`src/udp_port_pkg.sv`:
```
package udp_port_pkg;

    //////////////////////////////
    // Field widths
    //////////////////////////////
    localparam int MAC_WIDTH  = 48;
    localparam int IPV4_WIDTH = 32;
    localparam int PORT_WIDTH = 16;
    localparam int BYTE_WIDTH = 8;

    //////////////////////////////
    // Protocol constants
    //////////////////////////////
    localparam int          PREFIX_BYTES      = 14;  // Fabric message prefix
    localparam logic [15:0] ETHERTYPE_IPV4    = 16'h0800;
    localparam logic [7:0]  IPV4_VERSION_IHL  = 8'h45;
    localparam logic [7:0]  IPV4_TTL          = 8'd64;
    localparam logic [7:0]  IPV4_PROTOCOL_UDP = 8'd17;
    localparam logic [15:0] IPV4_FLAGS_DF     = 16'h4000;
    localparam int          IPV4_HEADER_BYTES = 20;
    localparam int          UDP_HEADER_BYTES  = 8;
    localparam int          MIN_FRAME_BYTES   = 60;  // FCS not counted
    localparam int          FCS_BYTES         = 4;
    localparam logic [31:0] CRC_POLYNOMIAL    = 32'hEDB88320;

    typedef logic [15:0] payload_length_t;

    typedef struct packed {
        logic [BYTE_WIDTH-1:0] data;
        logic                  last;
    } stream_byte_t;

    typedef struct packed {
        logic [MAC_WIDTH-1:0]  mac_destination;
        logic [IPV4_WIDTH-1:0] ipv4_destination;
        logic [PORT_WIDTH-1:0] udp_destination;
        logic [PORT_WIDTH-1:0] udp_source;
        payload_length_t       payload_length;
        logic                  bank;
    } frame_descriptor_t;

endpackage

```
`src/udp_transmit_handler.sv`:
```
module udp_transmit_handler #(
    parameter int PAYLOAD_MAX = 1472
) (
    input  logic                                clock,
    input  logic                                rst,
    input  udp_port_pkg::stream_byte_t          module_data,
    input  logic                                module_valid,
    output logic                                module_ready,
    output udp_port_pkg::frame_descriptor_t     descriptor,
    output logic                                descriptor_valid,
    input  logic                                descriptor_ready,
    input  logic                                bank_release,
    output logic                                write_enable,
    output logic                                write_bank,
    output udp_port_pkg::payload_length_t       write_address,
    output logic [udp_port_pkg::BYTE_WIDTH-1:0] write_data
);
    import udp_port_pkg::*;

    localparam int PREFIX_WIDTH = MAC_WIDTH + IPV4_WIDTH + 2 * PORT_WIDTH;

    logic [PREFIX_WIDTH-1:0] prefix;
    logic [3:0]              prefix_count;
    payload_length_t         payload_count;
    logic [1:0]              bank_full;
    logic                    fill_bank;
    logic                    release_bank;  // Oldest full bank
    logic                    accept;
    logic                    in_payload;
    logic                    room;
    logic                    finish;

    // The free bank is always the fill bank, banks drain in fill order
    assign module_ready = ~&bank_full;
    assign accept       = module_valid && module_ready;
    assign in_payload   = prefix_count == PREFIX_BYTES;
    assign room         = payload_count < PAYLOAD_MAX;
    assign finish       = accept && module_data.last && in_payload;

    assign write_enable  = accept && in_payload && room;  // Overflow bytes dropped
    assign write_bank    = fill_bank;
    assign write_address = payload_count;
    assign write_data    = module_data.data;

    always_ff @(posedge clock) begin
        if (rst) begin
            prefix_count     <= '0;
            payload_count    <= '0;
            bank_full        <= '0;
            fill_bank        <= 1'b0;
            release_bank     <= 1'b0;
            descriptor_valid <= 1'b0;
        end else begin
            if (descriptor_valid && descriptor_ready) begin
                descriptor_valid <= 1'b0;
            end
            if (bank_release) begin
                bank_full[release_bank] <= 1'b0;
                release_bank            <= ~release_bank;
            end
            if (accept) begin
                if (module_data.last) begin
                    // Short message ends here without a descriptor
                    prefix_count  <= '0;
                    payload_count <= '0;
                end else if (!in_payload) begin
                    prefix_count <= prefix_count + 4'd1;
                end else if (room) begin
                    payload_count <= payload_count + 16'd1;
                end
            end
            if (finish) begin
                bank_full[fill_bank] <= 1'b1;
                fill_bank            <= ~fill_bank;
                descriptor_valid     <= 1'b1;
            end
        end
    end

    //////////////////////////////
    // Prefix and descriptor
    //////////////////////////////
    always_ff @(posedge clock) begin
        if (accept && !in_payload) begin
            prefix <= {prefix[PREFIX_WIDTH-BYTE_WIDTH-1:0], module_data.data};  // MSB first
        end
        if (finish) begin
            {descriptor.mac_destination, descriptor.ipv4_destination,
             descriptor.udp_destination, descriptor.udp_source} <= prefix;
            descriptor.payload_length <= payload_count + payload_length_t'(room);
            descriptor.bank           <= fill_bank;
        end
    end

endmodule

```
`config.mk`:
```
export PLATFORM = sky130hd
export DESIGN_NAME = udp_transmit_handler
export DESIGN_NICKNAME = d
export VERILOG_FILES = /design/src/udp_port_pkg.sv /design/src/udp_transmit_handler.sv
export SDC_FILE = /design/constraint.sdc
export NUM_CORES = 1
export LEC_CHECK = 0
export ABC_AREA = 1
export BUFFER_PORTS_ARGS = -buffer_cell sky130_fd_sc_hd__buf_2
export CAP_MARGIN = 20
export CORE_MARGIN = 8
export CORE_UTILIZATION = 49
export DETAILED_ROUTE_END_ITERATION = 6
export PLACE_DENSITY = 0.86
export SKIP_LAST_GASP = 1
export SLEW_MARGIN = 40
export SYNTH_ARGS = -nofsm -noshare
export SYNTH_HDL_FRONTEND = slang
export SYNTH_SLANG_ARGS = --single-unit
```
`constraint.sdc`:
```
create_clock -name clock -period 7.24 [get_ports clock]
set_input_delay 0.362 -clock clock [delete_from_list [all_inputs] [get_ports clock]]
set_output_delay 0.362 -clock clock [all_outputs]
set_load 0.02 [all_outputs]
```
==> flow_summary.json, run 1 <==
{
  "drt_first_pass_iters": 4,
  "worst_hold_slack_ps": 43.0,
  "grt_setup_unrepaired": "false",
  "syn-cell-area_um2": 8780,
  "gp_congestion": 0.859,
  "finClkSkew_ps": 13.8,
  "outcome": "complete, no violations",
  "row_count": 49,
  "tritoncts": "done",
  "power_density_nw_per_um2": 290,
  "final-max-slew-violation-count": 0,
  "drv.max_cap_violation_count": 0,
  "drt-total-wl_um": 15600,
  "cts_made_buffers": 26,
  "power.combinational.fraction": 0.011,
  "die_h_um": 150,
  "vias": 4374,
  "grt_start_max_net_pins": 81,
  "switching_power_mw": 0.573,
  "cts-resized-gates": 0,
  "drcViolationCount": 0,
  "fillcell_total": 1279,
  "final_hold_viol_count": 0,
  "crit_path_start_kind": "flop",
  "antenna_found_initial": 0,
  "global_route_wire_length_before_repair_um": 23700,
  "worst_pin_slew_ps": 782,
  "critical_path.max_fanout": 61,
  "max_slew_margin": 0.479,
  "power_frac_seq": 0.556,
  "most-common-layout-cells": "edfxtp_1 (241), buf_2 (170), nand2_1 (44), clkbuf_16 (27)",
  "globalRouteMet1Util": 0.160,
  "post_drt_via_cell_ratio": 4.90,
  "die-area_um2": 22500,
  "switching_share": 0.184,
  "timing.setup.critical_path_class": "reg2reg",
  "htree_levels": 1,
  "power_report.internal_total_mw": 2.54,
  "post_synth.cell_area_avg_um2": 19.2,
  "numPlacedInstances": 847,
  "flow.area_growth_from_synthesis_pct": 22.1,
  "power.ir.vdd_worst_v": 0.000221,
  "synth.yosys.warnings": 0,
  "area_of_all_placed_cells_without_fillers_um2": 10700,
  "post_route_cells_drive_above_1_share": 0.352,
  "post_cts_buffers": 0,
  "core_area_um2": 17800,
  "detail_route.iter0.violations": 222,
  "floorplan.initialDensity": 0.494,
  "mostFrequentLayoutCell": "edfxtp_1",
  "gr-usage-met3": 0.0514,
  "final_core_util": 0.604,
  "antenna-diode-count": 0,
  "setup_violations": 0,
  "synth_cell_type_count": 30,
  "worst_hold_path_type": "in2reg",
  "finalCritPeriodShare": 0.360,
  "portBuffers": 170,
  "timing.critical_path.arrival_ps": 2740,
  "ctsRootBufferMaster": "clkbuf_16",
  "clk_transition_reported_paths_ps": 60,
  "timing.fmax_ghz": 0.383,
  "grt_busiest_layer": "met2",
  "total_leakage_power_nw": 3.96,
  "fin_tns_setup_ps": 0,
  "ant_nets": 0,
  "place_area_um2": 9860,
  "critPathRequiredTime_ps": 7370,
  "detailedPlacementHpwl_um": 10400,
  "cts_hold_buf": 0,
  "endpoint_kind": "flop",
  "wire_per_inst_um": 17.5,
  "grt_pass1_vias": 4519,
  "grt.met2_usage": 0.216,
  "grt_util_all_layers": 0.134,
  "syn-instance-count": 457,
  "chipWidth_um": 150,
  "numClockSinks": 266,
  "worst_skew_pair.late_latency_ps": 510,
  "synthesis.nets": 476,
  "global_route.overflow_total": 0,
  "pwr-share-clk": 0.433,
  "finalWorstPathRequiredPeriod_ps": 2610,
  "nets": 665,
  "synth_sequential_area_ratio": 0.881,
  "yosys_register_bits": 266,
  "io_pins": 171,
  "cts.path.max_buffers": 3,
  "final_cells": 893
}
final timing paths:
path | to | cells past startpoint | slack [ps] | from
hold reg to reg | descriptor[123]$_DFFE_PP_ | 0 | 420 | prefix[106]$_DFFE_PP_
setup / recovery | prefix[82]$_DFFE_PP_ | 6 | 4630 | prefix_count[0]$_SDFFE_PP0P_
hold / removal | prefix[0]$_DFFE_PP_ | 1 | 40 | module_data[1]
setup reg to reg | prefix[82]$_DFFE_PP_ | 6 | 4630 | prefix_count[0]$_SDFFE_PP0P_
cell type report:
type | count | area, um^2 | area share
flip-flops and latches | 266 | 7740 | 0.721
repair buffers | 173 | 877 | 0.0817
well taps | 229 | 287 | 0.0267
clock buffers | 30 | 687 | 0.0640
inverters | 29 | 113 | 0.0105
multi-input cells | 150 | 847 | 0.0789
clock inverters | 16 | 183 | 0.0170
power by group through the flow:
stage / clock network (mW) / logic (mW) / registers (mW)
5_1_grt: 1.44 / 0.0384 / 1.73
3_3_place_gp: 0 / 0.0339 / 1.76
6_report: 1.35 / 0.0347 / 1.73
2_1_floorplan: 0 / 0.0256 / 1.76
3_5_place_dp: 0 / 0.0352 / 1.76
4_1_cts: 1.38 / 0.0354 / 1.73
cells by family (layout without fill, tap and decap cells):
group                      after synthesis  after routing  synth area share
xor gates and xnor gates                14             14            0.0140
adders and majority gates                5              5           0.00712
DFF                                    266            266             0.881
buffers and inverters                   41            248            0.0236
AOI/OAI and AO/OA                       23             23            0.0140
and+or+nand+nor                        108            108            0.0605
registers in the layout (all words and copies together), names as in the netlist:
name,cells
prefix_count,4
descriptor_valid,1
bank_full,2
write_address,16
descriptor,129
release_bank,1
prefix,112
write_bank,1
through the flow:
| step | setup slack, ps | total power, mW |
|---|---|---|
| 2_1_floorplan | 329 | 1.78 |
| 3_3_place_gp | 4690 | 1.79 |
| 3_5_place_dp | 4610 | 1.80 |
| 4_1_cts | 4590 | 3.15 |
| 5_1_grt | 4440 | 3.21 |
| 6_report | 4630 | 3.11 |
synthesized netlist by cell type:
library cell	number	area [um^2]
buf_6	3	33.8
xor2_1	11	96.3
a21oi_2	1	8.76
nor3b_2	1	12.5
a22oi_1	1	7.51
nand3_2	4	40.0
nor3_2	1	10.0
clkbuf_1	1	3.75
nand4_1	2	12.5
nand2_1	44	165
clkinv_2	1	5.00
nor2_1	24	90.1
inv_1	26	97.6
and2_1	1	6.26
dfxtp_1	25	500
xnor2_1	3	26.3
nor2_2	3	18.8
edfxtp_1	241	7240
nand3_4	1	17.5
nand3_1	13	65.1
ha_1	5	62.6
nor2_4	2	22.5
nand2_4	1	11.3
nor3_1	7	35.0
o22ai_1	1	6.26
o21ai_0	4	20.0
nand2_2	4	25.0
buf_4	8	60.1
a21oi_1	16	80.1
inv_2	2	7.51
critical path, stage by stage, from the launching register on:
cell and delay [ps]:
dfxtp_1 360, inv_1 90, ha_1 200, nand3_1 160
nand2_1 130, inv_4 540, buf_4 680
metal layers:
| layer | wire length (um) | share of wire |
|---|---|---|
| met3 | 1720 | 0.11 |
| met2 | 7320 | 0.47 |
| met5 | 0 | 0 |
| met1 | 6210 | 0.40 |
| met4 | 386 | 0.025 |
Note: power is estimated with default switching activity, not from simulation.
==> run 2: changes to the inputs <==
- CORE_UTILIZATION: 49 -> 54
- PLACE_DENSITY: 0.86 -> 0.89
- clock period: 7.24 -> 2.5 ns (I/O delays scaled with it)
==> run 2 against run 1 <==
Net effect: via count increased by 1.2%; hold slack improved by 78 ps; worst setup slack got worse by 4300 ps; cell count increased by 0.34%; clock-buffer cell count increased by 1; cell area increased by 2.1%; combinational power increased to 3.5 times the previous value; sequential share of layout area decreased by 1.5 points; power increased to 3.0 times the previous value; first-iteration DRC count increased by 32%; non-clock buffer count increased by 14; largest cell class unchanged; highest routed layer unchanged.
==> flow_summary.json, run 2 (synthesized netlist as in run 1, its figures left out) <==
{
  "worstPathBufferInverterCount": 2,
  "cts_made_buffers": 26,
  "htree_levels": 1,
  "grt_util_all_layers": 0.155,
  "worst_hold_path_type": "in2reg",
  "worst_pin_slew_ps": 629,
  "top_register": "descriptor",
  "switching_share": 0.183,
  "tritoncts": "done",
  "global_route.overflow_total": 0,
  "flow.area_growth_from_synthesis_pct": 24.8,
  "floorplan.initialDensity": 0.553,
  "post_cts_buffers": 0,
  "antenna_found_initial": 0,
  "area_of_all_placed_cells_without_fillers_um2": 11000,
  "gp_congestion": 0.869,
  "switching_power_mw": 1.70,
  "critical_path.reg2reg.startpoint": "prefix_count[0]$_SDFFE_PP0P_",
  "chipWidth_um": 144,
  "core_area_um2": 15900,
  "final-max-slew-violation-count": 0,
  "grt_pass1_vias": 4549,
  "finClkSkew_ps": 8.58,
  "worstSetupEndpoint": "write_address[8]$_SDFFE_PP0P_",
  "crit_family": "simple AND/OR/NAND/NOR gates",
  "cts.path.max_buffers": 3,
  "crit_cells": 9,
  "crit_path_start": "prefix_count[0]$_SDFFE_PP0P_",
  "power.ir.vdd_worst_v": 0.000683,
  "total_power_mw": 9.30,
  "drcViolationCount": 0,
  "ff2ff_setup_slack_ps": 310,
  "fin_ws_ps": 308,
  "fin_tns_setup_ps": 0,
  "place_worst_setup_slack_ps": 339,
  "finalCritPeriodShare": 0.877,
  "grt_setup_unrepaired": "false",
  "power.combinational.fraction": 0.013,
  "timing.fmax_ghz": 0.456,
  "die_h_um": 144,
  "critical_path.max_fanout": 21,
  "setup_violations": 0,
  "crit_path_start_kind": "flop",
  "timing.setup.critical_path_class": "reg2reg",
  "finalWorstPathRequiredPeriod_ps": 2190,
  "worst_hold_slack_ps": 121,
  "max_slew_margin": 0.581,
  "worstPathCellList": "inv_2 > ha_1 > nand3_2 > nor2_1 > nand3_4 > nand2_4 > nand2_1 > a21oi_1 > dlygate4sd3_1",
  "final_hold_viol_count": 0,
  "power_density_nw_per_um2": 849,
  "antenna-diode-count": 0,
  "worst_skew_pair.late_latency_ps": 510,
  "mostFrequentLayoutCell": "edfxtp_1",
  "global_route_wire_length_before_repair_um": 24600,
  "wire_per_inst_um": 18.2,
  "numPlacedInstances": 834,
  "cpMaxStageDelayCell": "dlygate4sd3_1",
  "ant_nets": 0,
  "drv.max_cap_violation_count": 0,
  "largest_register_ffs": 129,
  "cts_hold_buf": 14,
  "row_count": 46,
  "place_area_um2": 9890,
  "power_report.internal_total_mw": 7.60,
  "vias": 4425,
  "nets": 679,
  "post_drt_via_cell_ratio": 4.94,
  "final_cells": 896,
  "endpoint_kind": "flop",
  "clk_transition_reported_paths_ps": 60,
  "timing.critical_path.arrival_ps": 2650,
  "detail_route.iter0.violations": 293,
  "portBuffers": 170,
  "outcome": "complete, no violations",
  "pwr-share-clk": 0.448,
  "critPathRequiredTime_ps": 2950,
  "numClockSinks": 266,
  "rr_worst_depth": 9,
  "io_pins": 171,
  "ctsRootBufferMaster": "clkbuf_16",
  "cts-resized-gates": 0,
  "post_route_cells_drive_above_1_share": 0.357,
  "total_leakage_power_nw": 4.09,
  "most-common-layout-cells": "edfxtp_1 (241), buf_2 (170), nand2_1 (42), clkbuf_16 (27), dfxtp_1 (24)",
  "r2r_end": "write_address[8]$_SDFFE_PP0P_",
  "die-area_um2": 20600,
  "drt_first_pass_iters": 4,
  "detailedPlacementHpwl_um": 10500,
  "grt_start_max_net_pins": 113,
  "power_frac_seq": 0.539,
  "cpPeakStageDelay_ps": 560,
  "drt-total-wl_um": 16300,
  "final_core_util": 0.690
}
-- run 2: cell count changes in the layout (fill, tap and decap cells not counted), moves of 2 or more --
cell           change
dlygate4sd3_1     +14
buf_12             +2
bufinv_16          +2
clkinv_1           -2
clkinv_2           +2
inv_1              -2
inv_2              +2
nand2_1            -2
nand2_4            +2
-- run 2: power groups by stage --
stage | Combinational (mW) | Sequential (mW) | Clock [mW]
floorplan | 0.0764 | 5.09 | 0
global placement | 0.103 | 5.10 | 0
detailed placement | 0.107 | 5.11 | 0
CTS | 0.122 | 5.01 | 4.25
global route | 0.132 | 5.02 | 4.43
finish | 0.121 | 5.01 | 4.17
-- run 2: worst min-delay path by stage --
| stage | endpoint | slack [ps] | cells after the start | startpoint |
|---|---|---|---|---|
| finish | write_address[10]$_SDFFE_PP0P_ | 120 | 6 | module_valid |
| global route | write_address[10]$_SDFFE_PP0P_ | 150 | 6 | module_valid |
| CTS | write_address[10]$_SDFFE_PP0P_ | 100 | 6 | module_valid |
| detailed placement | prefix[2]$_DFFE_PP_ | 320 | 1 | module_data[3] |
| global placement | prefix[0]$_DFFE_PP_ | 310 | 1 | module_data[1] |
| floorplan | write_address[15]$_SDFFE_PP0P_ | 190 | 1 | rst |
-- run 2: cell type report --
| type | instances | area, um^2 |
|---|---|---|
| Clock buffer | 31 | 691 |
| Clock inverter | 17 | 241 |
| Fill cell | 1040 | 4920 |
| Inverter | 29 | 114 |
| Multi-Input combinational cell | 150 | 867 |
| Sequential cell | 266 | 7740 |
| Tap cell | 216 | 270 |
| Timing Repair Buffer | 187 | 1040 |
-- run 2: routing by layer --
layer | wire (um) | share of wire | global-route usage
met3 | 1540 | 0.094 | 0.0547
met4 | 429 | 0.026 | 0.0515
met2 | 8140 | 0.50 | 0.271
met5 | 0 | 0 | 0
met1 | 6200 | 0.38 | 0.175
-- run 2: worst min-delay path: stages --
cell and delay (ps):
buf_2 80, nand2_2 60, inv_2 70, nand2_4 90, nand2_1 110, a21oi_1 50
